**config.mk**
```make
export PLATFORM = sky130hd
export DESIGN_NAME = vec_issue_top
export DESIGN_NICKNAME = d
export VERILOG_FILES = /design/src/rtl/vec_pkg.sv /design/src/rtl/vec_convoy_ctrl.sv /design/src/rtl/vec_decoder.sv /design/src/rtl/vec_dispatch.sv /design/src/rtl/vec_inst_buffer.sv /design/src/rtl/vec_issue_top.sv
export SDC_FILE = /design/constraint.sdc
export NUM_CORES = 1
export LEC_CHECK = 0
export BUFFER_PORTS_ARGS = -buffer_cell sky130_fd_sc_hd__buf_4
export CORE_MARGIN = 2
export CORE_UTILIZATION = 34
export CTS_BUF_LIST = sky130_fd_sc_hd__clkbuf_16
export DETAILED_ROUTE_END_ITERATION = 8
export GPL_TIMING_DRIVEN = 0
export PLACE_DENSITY_LB_ADDON = 0.2
export SYNTH_ARGS = -nofsm -noshare
export SYNTH_HDL_FRONTEND = slang
export SYNTH_HIERARCHICAL = 1
export SYNTH_SLANG_ARGS = --single-unit
```
**constraint.sdc**
```tcl
create_clock -name reset -period 8.85 [get_ports reset]
set_clock_uncertainty 0.1 [all_clocks]
set_input_delay 0.885 -clock reset [delete_from_list [all_inputs] [get_ports reset]]
set_output_delay 0.885 -clock reset [all_outputs]
set_load 0.02 [all_outputs]
```
**src/rtl/vec_pkg.sv**
```systemverilog
package vec_pkg;

	////////////////////////////////////////////////////////////////////////////
	// Convoy geometry and widths
	localparam int n_slots     = 8;    // Instructions per convoy
	localparam int slot_w      = 3;    // Slot index width
	localparam int reg_idx_w   = 5;    // Register index width
	localparam int xlen        = 32;   // Scalar word width

	// Sequencer thresholds
	localparam int drain_thd   = 10;   // Window cycles before exe_done is accepted
	localparam int release_thd = 3;    // Release steps before the pipeline goes
	localparam int max_release = 4;    // Release counter wraps here

	////////////////////////////////////////////////////////////////////////////
	// Major opcodes of the vector extension
	typedef enum logic [6:0] {
		op_vec_load  = 7'b0000111,
		op_vec_store = 7'b0100111,
		op_vec_arith = 7'b1010111
	} vec_opcode_e;

	// ALU operand B source
	typedef enum logic [1:0] {
		src_vv = 2'b00,   // Vector register
		src_vx = 2'b01,   // Scalar register
		src_vi = 2'b11    // uimm5
	} alu_src_e;

	// Load/store addressing mode
	typedef enum logic [1:0] {
		lsu_unit    = 2'b00,
		lsu_strided = 2'b01,
		lsu_indexed = 2'b11
	} lsu_mode_e;

	// Convoy sequencer
	typedef enum logic [1:0] {
		st_idle,
		st_collect,
		st_dispatch,
		st_release
	} convoy_state_e;

endpackage

```
**src/rtl/vec_convoy_ctrl.sv**
```systemverilog
`timescale 1ns/1ps

module vec_convoy_ctrl
	import vec_pkg::*;
(
	input  logic              reset,                 // Clock
	input  logic              clk,                   // Async reset, active high
	input  logic              branch_taken_ex_mem,
	input  logic              freeze_vector_ops,
	input  logic              exe_stall,
	input  logic              exe_done,
	input  logic              pres_is_vec,           // IF/ID holds a vector word
	input  logic              prev_is_vec,           // ID/EX holds a vector word
	output logic              cap_en,
	output logic              cap_sel_prev,
	output logic              buf_clear,
	output logic              disp_en,
	output logic              disp_clear,
	output logic              v_stall,               // Hold PC and IF/ID
	output logic              freeze,                // Any freeze of the scalar pipe
	output logic              freeze_x,              // Scalar word broke the convoy
	output logic              sv_vv,                 // Convoy entered after a scalar
	output logic [slot_w-1:0] cap_slot,
	output logic [slot_w:0]   cap_count,             // Words held in the record
	output logic [1:0]        release_count
);

	convoy_state_e state;
	logic [4:0]    cyc_cnt;           // Window cycle counter, saturates
	logic [4:0]    fill_cnt;
	logic          freeze_v;          // Overflow freeze
	logic          br_d;              // Branch one stage later
	logic          frz_d;             // Freeze request one stage later
	logic          frz_vec;
	logic          cancel;
	logic          sel_is_vec;
	logic          in_window;
	logic          scalar_hit;
	logic          done_ok;
	logic [1:0]    release_nxt;

	////////////////////////////////////////////////////////////////////////////
	// Decisions of the current cycle
	assign cancel       = branch_taken_ex_mem | br_d;
	assign frz_vec      = sv_vv ? frz_d : freeze_vector_ops;   // Match the capture stage
	assign cap_sel_prev = sv_vv;
	assign sel_is_vec   = cap_sel_prev ? prev_is_vec : pres_is_vec;
	assign fill_cnt     = sv_vv ? 5'(n_slots) : 5'(n_slots - 1);

	// Capture cycles of the window, stopped by a scalar word
	assign in_window  = (state == st_collect) && (cyc_cnt < fill_cnt) && !frz_vec
		&& !freeze_x && !cancel;
	assign cap_en     = in_window && sel_is_vec;
	assign scalar_hit = in_window && !sel_is_vec;
	assign cap_slot   = cap_count[slot_w-1:0];

	// Completion is taken only once the window has drained
	assign done_ok = (state == st_dispatch) && exe_done && !exe_stall
		&& (cyc_cnt >= 5'(drain_thd));

	assign disp_en     = (state == st_dispatch);
	assign disp_clear  = cancel | done_ok;
	assign buf_clear   = cancel | ((state == st_release) && (release_count == release_thd));
	assign release_nxt = (release_count == 2'(max_release - 1)) ? 2'd0 : release_count + 2'd1;
	assign freeze      = freeze_v | freeze_x;

	always_ff @(posedge reset or posedge clk) begin
		if (clk) begin
			br_d  <= 1'b0;
			frz_d <= 1'b0;
		end else begin
			br_d  <= branch_taken_ex_mem;
			frz_d <= freeze_vector_ops;
		end
	end

	////////////////////////////////////////////////////////////////////////////
	// Sequencer
	always_ff @(posedge reset or posedge clk) begin
		if (clk) begin
			state         <= st_idle;
			v_stall       <= 1'b0;
			sv_vv         <= 1'b0;
			freeze_x      <= 1'b0;
			freeze_v      <= 1'b0;
			cyc_cnt       <= '0;
			cap_count     <= '0;
			release_count <= '0;
		end else if (cancel) begin
			// Branch taken, abandon the convoy
			state         <= st_idle;
			v_stall       <= 1'b0;
			freeze_x      <= 1'b0;
			freeze_v      <= 1'b0;
			cyc_cnt       <= '0;
			cap_count     <= '0;
			release_count <= '0;
		end else begin
			if ((state != st_idle) && !frz_vec && (cyc_cnt != '1))
				cyc_cnt <= cyc_cnt + 5'd1;
			if (cap_en)
				cap_count <= cap_count + 1'b1;
			if (scalar_hit)
				freeze_x <= 1'b1;
			if (cap_en && (cap_count == n_slots - 1))
				freeze_v <= 1'b1;          // Record full

			case (state)
				st_idle: begin
					if (pres_is_vec) begin
						state   <= st_collect;
						v_stall <= 1'b1;
						sv_vv   <= !prev_is_vec;
					end
				end
				st_collect: begin
					if (cyc_cnt >= fill_cnt)
						state <= st_dispatch;
				end
				st_dispatch: begin
					if (done_ok) begin
						state         <= st_release;
						release_count <= release_nxt;
					end
				end
				st_release: begin
					release_count <= release_nxt;
					if (release_count == release_thd - 2) begin
						freeze_x <= 1'b0;
						freeze_v <= 1'b0;
					end
					if (release_count == release_thd) begin
						state     <= st_idle;   // Let the scalar pipe go
						v_stall   <= 1'b0;
						cyc_cnt   <= '0;
						cap_count <= '0;
					end
				end
				default: state <= st_idle;
			endcase
		end
	end

	// Capture must stop before the record wraps
	a_cap_room: assert property (@(posedge reset) disable iff (clk)
		cap_en |-> (cap_count < n_slots));

	a_idle_no_stall: assert property (@(posedge reset) disable iff (clk)
		(state == st_idle) |-> !v_stall);

endmodule

```
**src/rtl/vec_decoder.sv**
```systemverilog
`timescale 1ns/1ps

module vec_decoder
	import vec_pkg::*;
(
	input  logic [xlen-1:0]      instr,       // Word from one pipeline stage
	output logic                 is_vec,
	output logic [reg_idx_w-1:0] vs1,
	output logic [reg_idx_w-1:0] vs2,
	output logic [reg_idx_w-1:0] vd,
	output logic [reg_idx_w-1:0] rs1_idx,
	output logic [reg_idx_w-1:0] rs2_idx,
	output logic [reg_idx_w-1:0] uimm5,
	output logic [3:0]           funct,
	output alu_src_e             alu_src,
	output logic                 dm_rd,
	output logic                 dm_wr,
	output logic                 reg_we,
	output logic                 mem_reg,     // Write back from memory
	output logic                 x_out,       // Result goes to a scalar
	output lsu_mode_e            lsu_mode
);

	vec_opcode_e opcode;
	logic [2:0]  funct3;
	logic        scalar_res;

	assign opcode = vec_opcode_e'(instr[6:0]);
	assign funct3 = instr[14:12];
	// OPMVV with funct6 010000 moves an element or count to x[rd]
	assign scalar_res = (funct3 == 3'b010) && (instr[31:26] == 6'b010000);

	always_comb begin
		// Non-vector word leaves everything at zero
		is_vec   = 1'b0;
		vs1      = '0;
		vs2      = '0;
		vd       = '0;
		rs1_idx  = '0;
		rs2_idx  = '0;
		uimm5    = '0;
		funct    = '0;
		alu_src  = src_vv;
		dm_rd    = 1'b0;
		dm_wr    = 1'b0;
		reg_we   = 1'b0;
		mem_reg  = 1'b0;
		x_out    = 1'b0;
		lsu_mode = lsu_unit;

		case (opcode)
			op_vec_load, op_vec_store: begin
				is_vec  = 1'b1;
				alu_src = src_vx;                   // Base address from rs1
				dm_rd   = (opcode == op_vec_load);
				dm_wr   = (opcode == op_vec_store);
				reg_we  = (opcode == op_vec_load);
				mem_reg = (opcode == op_vec_load);
				case (instr[27:26])                 // mop field
					2'b00:   lsu_mode = lsu_unit;
					2'b10:   lsu_mode = lsu_strided;
					default: lsu_mode = lsu_indexed;
				endcase
			end
			op_vec_arith: begin
				is_vec = 1'b1;
				funct  = instr[29:26];              // Low bits of funct6
				x_out  = scalar_res;
				reg_we = !scalar_res;               // No vd write for scalar results
				case (funct3)
					3'b011:                 alu_src = src_vi;   // OPIVI
					3'b100, 3'b101, 3'b110: alu_src = src_vx;   // OPIVX, OPFVF, OPMVX
					default:                alu_src = src_vv;
				endcase
			end
			default: ;
		endcase

		// Register fields share one layout over all three formats
		if (is_vec) begin
			vd      = instr[11:7];
			vs1     = instr[19:15];
			vs2     = instr[24:20];
			rs1_idx = instr[19:15];
			rs2_idx = instr[24:20];
			uimm5   = instr[19:15];
		end
	end

endmodule

```
**src/rtl/vec_dispatch.sv**
```systemverilog
`timescale 1ns/1ps

module vec_dispatch
	import vec_pkg::*;
(
	input  logic                 reset,        // Clock
	input  logic                 clk,          // Async reset, active high
	input  logic                 disp_en,
	input  logic                 disp_clear,
	input  logic                 exe_stall,
	input  logic [slot_w:0]      cap_count,
	input  logic [xlen-1:0]      rs1_data,     // Scalar operands for the current slot
	input  logic [xlen-1:0]      rs2_data,
	input  logic [reg_idx_w-1:0] rd_vs1, rd_vs2, rd_vd,
	input  logic [reg_idx_w-1:0] rd_rs1_idx, rd_rs2_idx, rd_uimm5,
	input  logic [3:0]           rd_funct,
	input  alu_src_e             rd_alu_src,
	input  logic                 rd_dm_rd, rd_dm_wr, rd_reg_we, rd_mem_reg, rd_x_out,
	input  lsu_mode_e            rd_lsu_mode,
	output logic [slot_w-1:0]    rd_slot,
	output logic                 i_clear,
	output logic                 i_start,
	output logic [slot_w-1:0]    i_id,
	output logic [reg_idx_w-1:0] i_vs1, i_vs2, i_vd,
	output logic [xlen-1:0]      i_rs1, i_rs2,
	output logic [reg_idx_w-1:0] i_uimm5,
	output logic [3:0]           i_funct,
	output alu_src_e             i_alu_src,
	output logic                 i_dm_rd, i_dm_wr, i_reg_we, i_mem_reg, i_x_out,
	output lsu_mode_e            i_lsu_mode,
	output logic [reg_idx_w-1:0] rs1_sel,      // To the scalar register file
	output logic [reg_idx_w-1:0] rs2_sel
);

	logic [slot_w:0] disp_cnt;   // Next slot to issue
	logic            issue;

	assign issue   = disp_en && !exe_stall && (disp_cnt < cap_count);
	assign rd_slot = disp_cnt[slot_w-1:0];
	assign rs1_sel = rd_rs1_idx;   // Register file answers within the cycle
	assign rs2_sel = rd_rs2_idx;

	////////////////////////////////////////////////////////////////////////////
	// Issue control
	always_ff @(posedge reset or posedge clk) begin
		if (clk) begin
			disp_cnt <= '0;
			i_start  <= 1'b0;
			i_clear  <= 1'b1;
			i_id     <= '0;
		end else if (disp_clear) begin
			disp_cnt <= '0;
			i_start  <= 1'b0;
			i_clear  <= 1'b1;          // Flush the execution unit
			i_id     <= '0;
		end else begin
			i_start <= issue;
			if (issue) begin
				i_clear  <= 1'b0;
				i_id     <= rd_slot;
				disp_cnt <= disp_cnt + 1'b1;
			end
		end
	end

	// Issue payload
	always_ff @(posedge reset) begin
		if (disp_clear) begin
			i_vs1      <= '0;
			i_vs2      <= '0;
			i_vd       <= '0;
			i_rs1      <= '0;
			i_rs2      <= '0;
			i_uimm5    <= '0;
			i_funct    <= '0;
			i_alu_src  <= src_vv;
			i_dm_rd    <= 1'b0;
			i_dm_wr    <= 1'b0;
			i_reg_we   <= 1'b0;
			i_mem_reg  <= 1'b0;
			i_x_out    <= 1'b0;
			i_lsu_mode <= lsu_unit;
		end else if (issue) begin
			i_vs1      <= rd_vs1;
			i_vs2      <= rd_vs2;
			i_vd       <= rd_vd;
			i_rs1      <= rs1_data;
			i_rs2      <= rs2_data;
			i_uimm5    <= rd_uimm5;
			i_funct    <= rd_funct;
			i_alu_src  <= rd_alu_src;
			i_dm_rd    <= rd_dm_rd;
			i_dm_wr    <= rd_dm_wr;
			i_reg_we   <= rd_reg_we;
			i_mem_reg  <= rd_mem_reg;
			i_x_out    <= rd_x_out;
			i_lsu_mode <= rd_lsu_mode;
		end
	end

	// A stalled unit must never see a start
	a_no_start_in_stall: assert property (@(posedge reset) disable iff (clk)
		i_start |-> $past(!exe_stall));

endmodule

```
**src/rtl/vec_inst_buffer.sv**
```systemverilog
`timescale 1ns/1ps

module vec_inst_buffer
	import vec_pkg::*;
(
	input  logic                 reset,          // Clock
	input  logic                 clk,            // Async reset, active high
	input  logic                 buf_clear,      // Drop the whole record
	input  logic                 cap_en,
	input  logic                 cap_sel_prev,   // Take the ID/EX decode
	input  logic [slot_w-1:0]    cap_slot,
	input  logic [slot_w-1:0]    rd_slot,
	// IF/ID decode
	input  logic [reg_idx_w-1:0] pres_vs1, pres_vs2, pres_vd,
	input  logic [reg_idx_w-1:0] pres_rs1_idx, pres_rs2_idx, pres_uimm5,
	input  logic [3:0]           pres_funct,
	input  alu_src_e             pres_alu_src,
	input  logic                 pres_dm_rd, pres_dm_wr, pres_reg_we, pres_mem_reg, pres_x_out,
	input  lsu_mode_e            pres_lsu_mode,
	// ID/EX decode
	input  logic [reg_idx_w-1:0] prev_vs1, prev_vs2, prev_vd,
	input  logic [reg_idx_w-1:0] prev_rs1_idx, prev_rs2_idx, prev_uimm5,
	input  logic [3:0]           prev_funct,
	input  alu_src_e             prev_alu_src,
	input  logic                 prev_dm_rd, prev_dm_wr, prev_reg_we, prev_mem_reg, prev_x_out,
	input  lsu_mode_e            prev_lsu_mode,
	// Slot at rd_slot
	output logic [reg_idx_w-1:0] rd_vs1, rd_vs2, rd_vd,
	output logic [reg_idx_w-1:0] rd_rs1_idx, rd_rs2_idx, rd_uimm5,
	output logic [3:0]           rd_funct,
	output alu_src_e             rd_alu_src,
	output logic                 rd_dm_rd, rd_dm_wr, rd_reg_we, rd_mem_reg, rd_x_out,
	output lsu_mode_e            rd_lsu_mode
);

	typedef struct packed {
		logic [reg_idx_w-1:0] vs1, vs2, vd, rs1_idx, rs2_idx, uimm5;
		logic [3:0]           funct;
		alu_src_e             alu_src;
		logic                 dm_rd, dm_wr, reg_we, mem_reg, x_out;
		lsu_mode_e            lsu_mode;
	} slot_rec_t;

	slot_rec_t            rec_mem [n_slots];   // Instruction record
	slot_rec_t            pres_rec, prev_rec, cap_rec, rd_rec;
	logic [n_slots-1:0]   slot_vld;            // Slot holds a word of this convoy

	assign pres_rec = '{pres_vs1, pres_vs2, pres_vd, pres_rs1_idx, pres_rs2_idx, pres_uimm5,
		pres_funct, pres_alu_src, pres_dm_rd, pres_dm_wr, pres_reg_we, pres_mem_reg,
		pres_x_out, pres_lsu_mode};
	assign prev_rec = '{prev_vs1, prev_vs2, prev_vd, prev_rs1_idx, prev_rs2_idx, prev_uimm5,
		prev_funct, prev_alu_src, prev_dm_rd, prev_dm_wr, prev_reg_we, prev_mem_reg,
		prev_x_out, prev_lsu_mode};
	assign cap_rec = cap_sel_prev ? prev_rec : pres_rec;   // Scalar-vector entry uses ID/EX

	////////////////////////////////////////////////////////////////////////////
	// Capture
	always_ff @(posedge reset) begin
		if (cap_en)
			rec_mem[cap_slot] <= cap_rec;
	end

	always_ff @(posedge reset or posedge clk) begin
		if (clk)
			slot_vld <= '0;
		else if (buf_clear)
			slot_vld <= '0;                // Convoy over or cancelled
		else if (cap_en)
			slot_vld[cap_slot] <= 1'b1;
	end

	// Read port, empty slots read as zero
	assign rd_rec       = slot_vld[rd_slot] ? rec_mem[rd_slot] : '0;
	assign rd_vs1       = rd_rec.vs1;
	assign rd_vs2       = rd_rec.vs2;
	assign rd_vd        = rd_rec.vd;
	assign rd_rs1_idx   = rd_rec.rs1_idx;
	assign rd_rs2_idx   = rd_rec.rs2_idx;
	assign rd_uimm5     = rd_rec.uimm5;
	assign rd_funct     = rd_rec.funct;
	assign rd_alu_src   = rd_rec.alu_src;
	assign rd_dm_rd     = rd_rec.dm_rd;
	assign rd_dm_wr     = rd_rec.dm_wr;
	assign rd_reg_we    = rd_rec.reg_we;
	assign rd_mem_reg   = rd_rec.mem_reg;
	assign rd_x_out     = rd_rec.x_out;
	assign rd_lsu_mode  = rd_rec.lsu_mode;

	// A clear and a capture in one cycle would leave a stale valid slot
	a_no_cap_on_clear: assert property (@(posedge reset) disable iff (clk)
		!(cap_en && buf_clear));

endmodule

```
**src/rtl/vec_issue_top.sv**
```systemverilog
`timescale 1ns/1ps

module vec_issue_top
	import vec_pkg::*;
(
	input  logic                 reset,                 // Clock
	input  logic                 clk,                   // Async reset, active high
	input  logic                 branch_taken_ex_mem,
	input  logic                 freeze_vector_ops,
	input  logic                 exe_stall,             // From the execution unit
	input  logic                 exe_done,
	input  logic [xlen-1:0]      inst_if_id,
	input  logic [xlen-1:0]      inst_id_ex,
	input  logic [xlen-1:0]      rs1_data,
	input  logic [xlen-1:0]      rs2_data,
	output logic                 sv_vv,
	output logic                 v_stall,
	output logic                 freeze,
	output logic                 freeze_x,
	output logic [1:0]           release_count,
	output logic [reg_idx_w-1:0] rs1_sel,
	output logic [reg_idx_w-1:0] rs2_sel,
	// Toward the execution unit
	output logic                 i_clear,
	output logic                 i_start,
	output logic [slot_w-1:0]    i_id,
	output logic [reg_idx_w-1:0] i_vs1, i_vs2, i_vd,
	output logic [xlen-1:0]      i_rs1, i_rs2,
	output logic [reg_idx_w-1:0] i_uimm5,
	output logic [3:0]           i_funct,
	output alu_src_e             i_alu_src,
	output logic                 i_dm_rd, i_dm_wr, i_reg_we, i_mem_reg, i_x_out,
	output lsu_mode_e            i_lsu_mode
);

	// Decoded fields, IF/ID and ID/EX
	logic                 pres_is_vec, prev_is_vec;
	logic [reg_idx_w-1:0] pres_vs1, pres_vs2, pres_vd, pres_rs1_idx, pres_rs2_idx, pres_uimm5;
	logic [reg_idx_w-1:0] prev_vs1, prev_vs2, prev_vd, prev_rs1_idx, prev_rs2_idx, prev_uimm5;
	logic [reg_idx_w-1:0] rd_vs1, rd_vs2, rd_vd, rd_rs1_idx, rd_rs2_idx, rd_uimm5;
	logic [3:0]           pres_funct, prev_funct, rd_funct;
	alu_src_e             pres_alu_src, prev_alu_src, rd_alu_src;
	lsu_mode_e            pres_lsu_mode, prev_lsu_mode, rd_lsu_mode;
	logic                 pres_dm_rd, pres_dm_wr, pres_reg_we, pres_mem_reg, pres_x_out;
	logic                 prev_dm_rd, prev_dm_wr, prev_reg_we, prev_mem_reg, prev_x_out;
	logic                 rd_dm_rd, rd_dm_wr, rd_reg_we, rd_mem_reg, rd_x_out;
	// Control between the blocks
	logic                 cap_en, cap_sel_prev, buf_clear, disp_en, disp_clear;
	logic [slot_w-1:0]    cap_slot, rd_slot;
	logic [slot_w:0]      cap_count;

	////////////////////////////////////////////////////////////////////////////
	vec_decoder dec_pres (
		.instr   (inst_if_id),    .is_vec  (pres_is_vec),
		.vs1     (pres_vs1),      .vs2     (pres_vs2),      .vd      (pres_vd),
		.rs1_idx (pres_rs1_idx),  .rs2_idx (pres_rs2_idx),  .uimm5   (pres_uimm5),
		.funct   (pres_funct),    .alu_src (pres_alu_src),
		.dm_rd   (pres_dm_rd),    .dm_wr   (pres_dm_wr),    .reg_we  (pres_reg_we),
		.mem_reg (pres_mem_reg),  .x_out   (pres_x_out),    .lsu_mode(pres_lsu_mode)
	);

	vec_decoder dec_prev (
		.instr   (inst_id_ex),    .is_vec  (prev_is_vec),
		.vs1     (prev_vs1),      .vs2     (prev_vs2),      .vd      (prev_vd),
		.rs1_idx (prev_rs1_idx),  .rs2_idx (prev_rs2_idx),  .uimm5   (prev_uimm5),
		.funct   (prev_funct),    .alu_src (prev_alu_src),
		.dm_rd   (prev_dm_rd),    .dm_wr   (prev_dm_wr),    .reg_we  (prev_reg_we),
		.mem_reg (prev_mem_reg),  .x_out   (prev_x_out),    .lsu_mode(prev_lsu_mode)
	);

	// Port names match the wires above
	vec_inst_buffer buffer_i (.*);

	vec_convoy_ctrl ctrl_i (.*);

	vec_dispatch dispatch_i (.*);

endmodule

```
=== Yosys cells after proc, flatten, opt, wreduce, memory -nomap -nowiden ===
Memory sizes are Yosys's and may differ from the RTL's.
Cells that the tools add are included.

* Word-level logic and storage cells: 198
* Memories kept: 1
* Output and inout port bits: 118
* Memory bits (writable): 344
* Register bits: 133
* Input port bits: 134

{| class="wikitable"
|+ Memories
! memory !! words !! width !! rd ports !! clocked after memory_dff !! wr ports !! RTL line !! source
|-
| buffer_i.rec_mem || 8 || 43 || 1 || 0 || 1 || vec_inst_buffer.sv:44 || <nowiki>slot_rec_t rec_mem [n_slots];</nowiki>
|}

* $add $sub $neg: 4
* Multiplexer cells: 76
* Bitwise gates (word level): 6
* Order comparisons: 7
* Equal/unequal tests: 31
* Reduce and logical (&&, ||, !) cells: 44

{| class="wikitable"
|+ Operators by type and width
! kind !! count
|-
| $mux W43 || 2
|-
| $mux W5 || 10
|-
| $mux W4 || 9
|-
| $mux W1 || 28
|-
| $pmux W2 S2 || 7
|-
| $mux W2 || 10
|-
| $eq A3 B3 Y1 const B || 6
|-
| $logic_and A1 B1 Y1 || 18
|-
| $mux W8 || 2
|-
| $eq A7 B3 Y1 const B || 2
|-
| $eq A7 B6 Y1 const B || 2
|-
| $eq A7 B7 Y1 const B || 2
|-
| $eq A3 B2 Y1 const B || 4
|-
| $eq A6 B5 Y1 const B || 2
|-
| $reduce_or A3 Y1 || 4
|-
| $eq A2 B2 Y1 const B || 5
|-
| $add A4 B1 Y4 const B || 2
|-
| $logic_not A1 Y1 || 8
|-
| $lt A3 B4 Y1 const B || 2
|-
| $or A8 B8 Y8 || 1
|-
| $pmux W2 S4 || 1
|-
| $logic_not A2 Y1 || 3
|-
| $mux W3 || 2
|-
| $ne A3 B2 Y1 const B || 2
|-
| other kinds (23) || 34
|}

=== Depth between registers and ports, before layout ===
* Depth in word-level cells: 12
* Gate-level depth with buffers: 9
* Gate-level depth less buffers: 8

=== Cells and area by module ===
The synthesis kept the hierarchy.

{| class="wikitable"
|+ By module, submodules not included
! module !! times used !! cells each !! area an instance (sq um)
|-
| vec_inst_buffer || 1 || 628 || 13999.7
|-
| vec_dispatch || 1 || 484 || 4972.3
|-
| vec_convoy_ctrl || 1 || 140 || 1303.8
|-
| vec_decoder || 2 || 58 || 435.4
|}

=== Worst setup path after synthesis ===
OpenSTA, ideal clock, no wires.

* Path type: in2reg
* Start point: input inst_if_id[5]
* End point: memory buffer_i/rec_mem[0][0] in the netlist's numbering (enable)
* Arrival time: 7145 ps
* Stages: 7
* Path buffers: 1
* Library setup time: 569 ps
* Required time: 8181 ps
* Slack: 1035 ps
* Cell sequence: nand3b_1 -> a21oi_4 -> buf_6 -> or3b_1 -> a2111oi_2 -> and2_1 -> nor4b_1

* Word-level cells in the longest chain between the ends: 7
* Elaborated cells on any way between the ends: 9

{| class="wikitable"
|+ RTL lines
! what !! RTL line !! source
|-
| start: declaration || vec_issue_top.sv:12 || <nowiki>input logic [xlen-1:0] inst_if_id,</nowiki>
|-
| $eq A7 B7 Y1 (tied with other cells) || vec_decoder.sv:51 || <nowiki>case (opcode)</nowiki>
|-
| $reduce_or A3 Y1 (no line) (*) || - ||
|-
| $mux W1 (*) || vec_decoder.sv:51 ||
|-
| via pres_is_vec || vec_issue_top.sv:37 || <nowiki>logic pres_is_vec, prev_is_vec;</nowiki>
|-
| $mux W1 (*) || vec_convoy_ctrl.sv:47 || <nowiki>assign sel_is_vec = cap_sel_prev ? prev_is_vec : pres_is_vec;</nowiki>
|-
| $logic_and A1 B1 Y1 (*) || vec_convoy_ctrl.sv:53 || <nowiki>assign cap_en = in_window && sel_is_vec;</nowiki>
|-
| via cap_en || vec_issue_top.sv:48 || <nowiki>logic cap_en, cap_sel_prev, buf_clear, disp_en, disp_clear;</nowiki>
|-
| $mux W1 (*) || vec_inst_buffer.sv:59 || <nowiki>if (cap_en)</nowiki>
|-
| $mux W1 (not written as such) (*) || vec_inst_buffer.sv:60 || <nowiki>rec_mem[cap_slot] <= cap_rec;</nowiki>
|-
| end: declaration || vec_inst_buffer.sv:44 ||
|}

Mark *: on every way through the listed nets, which the timed path passes. The rest lies on a longest branch.

=== Worst setup path in the final report ===
* Start point: input inst_if_id[5]
* End point: memory buffer_i/rec_mem[1][16] in the netlist's numbering (enable)

The elaborated chain is that of the path after synthesis.

==> summary.txt <==
Floorplanning
  • Die height: 253.4 microns
  • Initial Utilization: 0.3433
  • Die X: 253.4 microns
  • Die area: 64,210 sq um
  • Num rows: 91
  • Core ar.: 61,600 sq um
  • IO Pins: 252

Yosys
  • Register area share after synthesis: 0.6230
  • Post-synth EDFFs: 344
  • Synthesized flop and latch total: 477
  • Net Count, Synth: 1,520
  • FFs w/ async S/R, synth: 0.07547
  • Post-Synthesis Cell Area: 21,150 sq um
  • Cells after Synth: 1,368
  • Yosys cell types: 66
  • Ys Warns: 6
  • Syn_area_per_cell: 15.46 sq um
  • Main flop type after synthesis: edfxtp_1

Critical path
  • Top delay family on crit path: simple AND/OR/NAND/NOR gates
  • Cell depth of the worst setup path: 13
  • Worst R2R Path Depth: 12
  • Critical path endpoint category: flip-flop
  • CP Launch Type: input port
  • CP max stage delay: 630 ps
  • Critical Path RT: 9050 ps
  • CP arrival: 4940 ps
  • Critical path peak fanout: 15
  • WS Path Type: input port to flip-flop
  • Buffers and inverters on the worst path: 6
  • Cell Chain, Critical Path: buf_4 -> nand3b_1 -> a21oi_4 -> buf_6 -> or3b_1 -> a2111oi_2 -> and2_1 -> nand2_1 -> nor3_2 -> buf_6 -> buf_6 -> buf_4 -> buf_6
  • Top cell by count, worst path: buf_6
  • Slowest-stage cell, CP: nor3_2

Pwr
  • NetSw: 0.9674 mW
  • Comb power frac: 0.034
  • Net Sw Frac: 0.2077
  • VDD IR max: 0.1162 mV
  • Sequential share of power: 0.509
  • Power Dens Cells: 178.0 nW/um^2
  • Leak: 9.538 nW
  • Internal cell power: 3.691 mW
  • Clock power share: 0.456

Drt
  • Avg Vias per Cell: 4.789
  • Routed via count: 12,360
  • DRT iter0 DRCs: 766
  • WL/cell: 21.09 microns
  • DRC: 0
  • Final wirelength: 54,470 microns
  • DR pass1 iterations: 5
  • Routed Antenna Nets: 0

STA
  • Final setup vio count: 0
  • Worst slew pin tran: 1048 ps
  • Final Cycle Share: 0.5352
  • Sum of negative setup slack: 0 ps
  • Min cycle time layout: 4737 ps
  • RSZ-0062 raised after global routing: no
  • Max Slew Vio Count: 0
  • Rel. slew slack: 0.3013
  • F_max: 211.1 MHz
  • Final count of hold timing violations: 0
  • Setup slack after layout: 4113 ps

CTS
  • Sink Count: 477
  • Number of H-tree levels: 2
  • Post CTS Setup Buffer Count: 0
  • Worst-path clk slew: 60 ps
  • CTS tree: yes
  • CTS Hold Bufs: 0
  • Num CTS Buffers: 52
  • Clock root buffer: clkbuf_16
  • Max Root-Sink Buffers: 3
  • Worst-Skew Late Latency: 590 ps
  • Post-cts resize count: 0

Global routing
  • Busiest grt layer: met2
  • Vias in the first global route: 12,930
  • GR Util met1: 0.2302
  • Largest net degree at the start of global routing: 40
  • Grt met2 use: 0.2780
  • Antenna violations before repair: 1
  • Gr usage total: 0.1703
  • Grt ovf: 0
  • First-pass GRT wire length: 81,130 microns
  • Met3 usage: 0.03125

Place
  • # port buffers: 249
  • Routability cong.: 0.7589
  • Inst Count DP: 2,485
  • Dpl ws: 3458 ps
  • Placed cell areas: 24,510 sq um
  • DPL Wire Length: 38,220 microns

Final layout
  • Syn-to-layout area delta: 23.78%
  • Register with the most flip-flops: buffer_i/rec_mem
  • Fillcell total: 5,643
  • Net count, final: 1,854
  • Finished Core Util: 0.4249
  • Cell area after layout: 26,180 sq um
  • Layout cell share with drive strength beyond 1: 0.3647
  • Fin cells: 2,582
  • Max reg flops: 344
  • Largest registers: buffer_i/rec_mem (344), dispatch_i/i_rs1 (32), dispatch_i/i_rs2 (32)

Status
  • Status: completed

Min path
  • HP Class: input port to asynchronous set/reset pin

Flow run
  • # Max-Cap Violations: 0
-- synthesized netlist by cell type, types with 4 or more instances --
master,instances,share of area
mux2_2,43,0.023
a21o_1,5,0.0018
nor2_1,69,0.012
buf_6,12,0.0064
inv_1,17,0.0030
or2_2,6,0.0018
buf_1,4,0.00071
ha_1,18,0.011
nor2_2,10,0.0030
buf_2,12,0.0028
and2_1,11,0.0033
clkbuf_1,33,0.0059
dfrtp_1,35,0.041
nor4_1,4,0.0012
nand2b_1,205,0.061
o211ai_1,4,0.0014
edfxtp_1,344,0.49
buf_4,53,0.019
buf_8,8,0.0057
a211oi_1,4,0.0014
dfxtp_1,97,0.092
a21oi_1,11,0.0026
nor3b_1,4,0.0014
nand2_1,13,0.0023
nand3_1,8,0.0019
mux4_2,88,0.094
mux2i_1,148,0.070
and2_2,32,0.011
-- per-stage QoR --
stage                     hold WS (ps)  total power, mW
after floorplan                  360.8            2.498
after global placement           360.1            2.581
after detailed placement         364.5            2.581
after CTS                        156.1            4.718
after global routing             184.0            4.805
final                            178.0            4.658
-- worst reg2reg max path, delay by kind of cell, from the launching register on --
family | cells | cell delay, ps
adders and majority gates | 1 | 180
buffers and inverters | 6 | 1120
AOI/OAI and AO/OA | 1 | 530
DFF | 1 | 450
and+or+nand+nor | 4 | 1520
-- worst paths after layout --
| path | startpoint | end | slack, ps |
|---|---|---|---|
| worst max-delay path | inst_if_id[5] | buffer_i/rec_mem[1][16] | 4110 |
| worst min-delay path | clk | buffer_i/slot_vld[7] | 180 |
| worst max register to register | ctrl_i/cap_sel_prev | buffer_i/rec_mem[1][16] | 4660 |
| worst min register to register | dispatch_i/i_rs2[0] | dispatch_i/i_rs2[0] | 370 |
| max in group asynchronous | clk | ctrl_i/cyc_cnt[3] | 7750 |
| min in group reset | branch_taken_ex_mem | ctrl_i/br_d | 310 |
-- power by group through the flow --
stage                     combinational (mW)  sequential [mW]  clock, mW
after floorplan                       0.0789             2.42          0
after global placement                 0.160             2.42          0
after detailed placement               0.161             2.42          0
after CTS                              0.162             2.37       2.18
after global routing                   0.173             2.37       2.26
final                                  0.159             2.37       2.13
-- logic make-up (layout without fill, tap and decap cells) --
family                   Yosys count  in the layout  share of synthesized area
adder cells (fa/ha/maj)           18             18                    0.01065
other                              0              1                          0
multiplexers                     280            280                     0.1877
AND/OR/NAND/NOR                  398            398                     0.1144
XOR/XNOR                           5              5                   0.002071
AO/OA/AOI/OAI                     51             51                    0.01887
flip-flops                       477            477                     0.6230
buffers and inverters            139            515                    0.04331
-- placed cells by master (no fill, tap or decap), types with 13 or more instances in the layout --
| cell type | Yosys | routed |
|---|---|---|
| dfxtp_1 | 97 | 97 |
| mux2i_1 | 148 | 148 |
| buf_4 | 53 | 310 |
| edfxtp_1 | 344 | 344 |
| buf_8 | 8 | 16 |
| clkbuf_1 | 33 | 33 |
| mux2_2 | 43 | 43 |
| ha_1 | 18 | 18 |
| buf_6 | 12 | 24 |
| mux4_2 | 88 | 88 |
| nand2_1 | 13 | 13 |
| inv_1 | 17 | 34 |
| nand2b_1 | 205 | 205 |
| and2_2 | 32 | 32 |
| nor2_1 | 69 | 68 |
| dfrtp_1 | 35 | 35 |
| clkbuf_16 | 0 | 52 |
-- area by class of cell --
| class | count | area [sq um] | area share |
|---|---|---|---|
| Multi-Input combinational cell | 752 | 7118 | 0.2719 |
| Timing Repair Buffer | 280 | 2260 | 0.08633 |
| Antenna cell | 1 | 2.502 | 0.00009560 |
| Clock inverter | 44 | 356.6 | 0.01362 |
| Inverter | 17 | 63.81 | 0.002438 |
| Sequential cell | 477 | 13170 | 0.5033 |
| Clock buffer | 52 | 1301 | 0.04971 |
| Tap cell | 837 | 1047 | 0.04001 |
| Buffer | 122 | 852.1 | 0.03255 |
-- layer usage --
metal  share of wire  vias up
met1            0.45     6255
met3           0.059       73
met4           0.023        2
met2            0.47      336
li1                -     5698
met5         0.00024        -
Note: power is estimated with default switching activity, not from simulation.
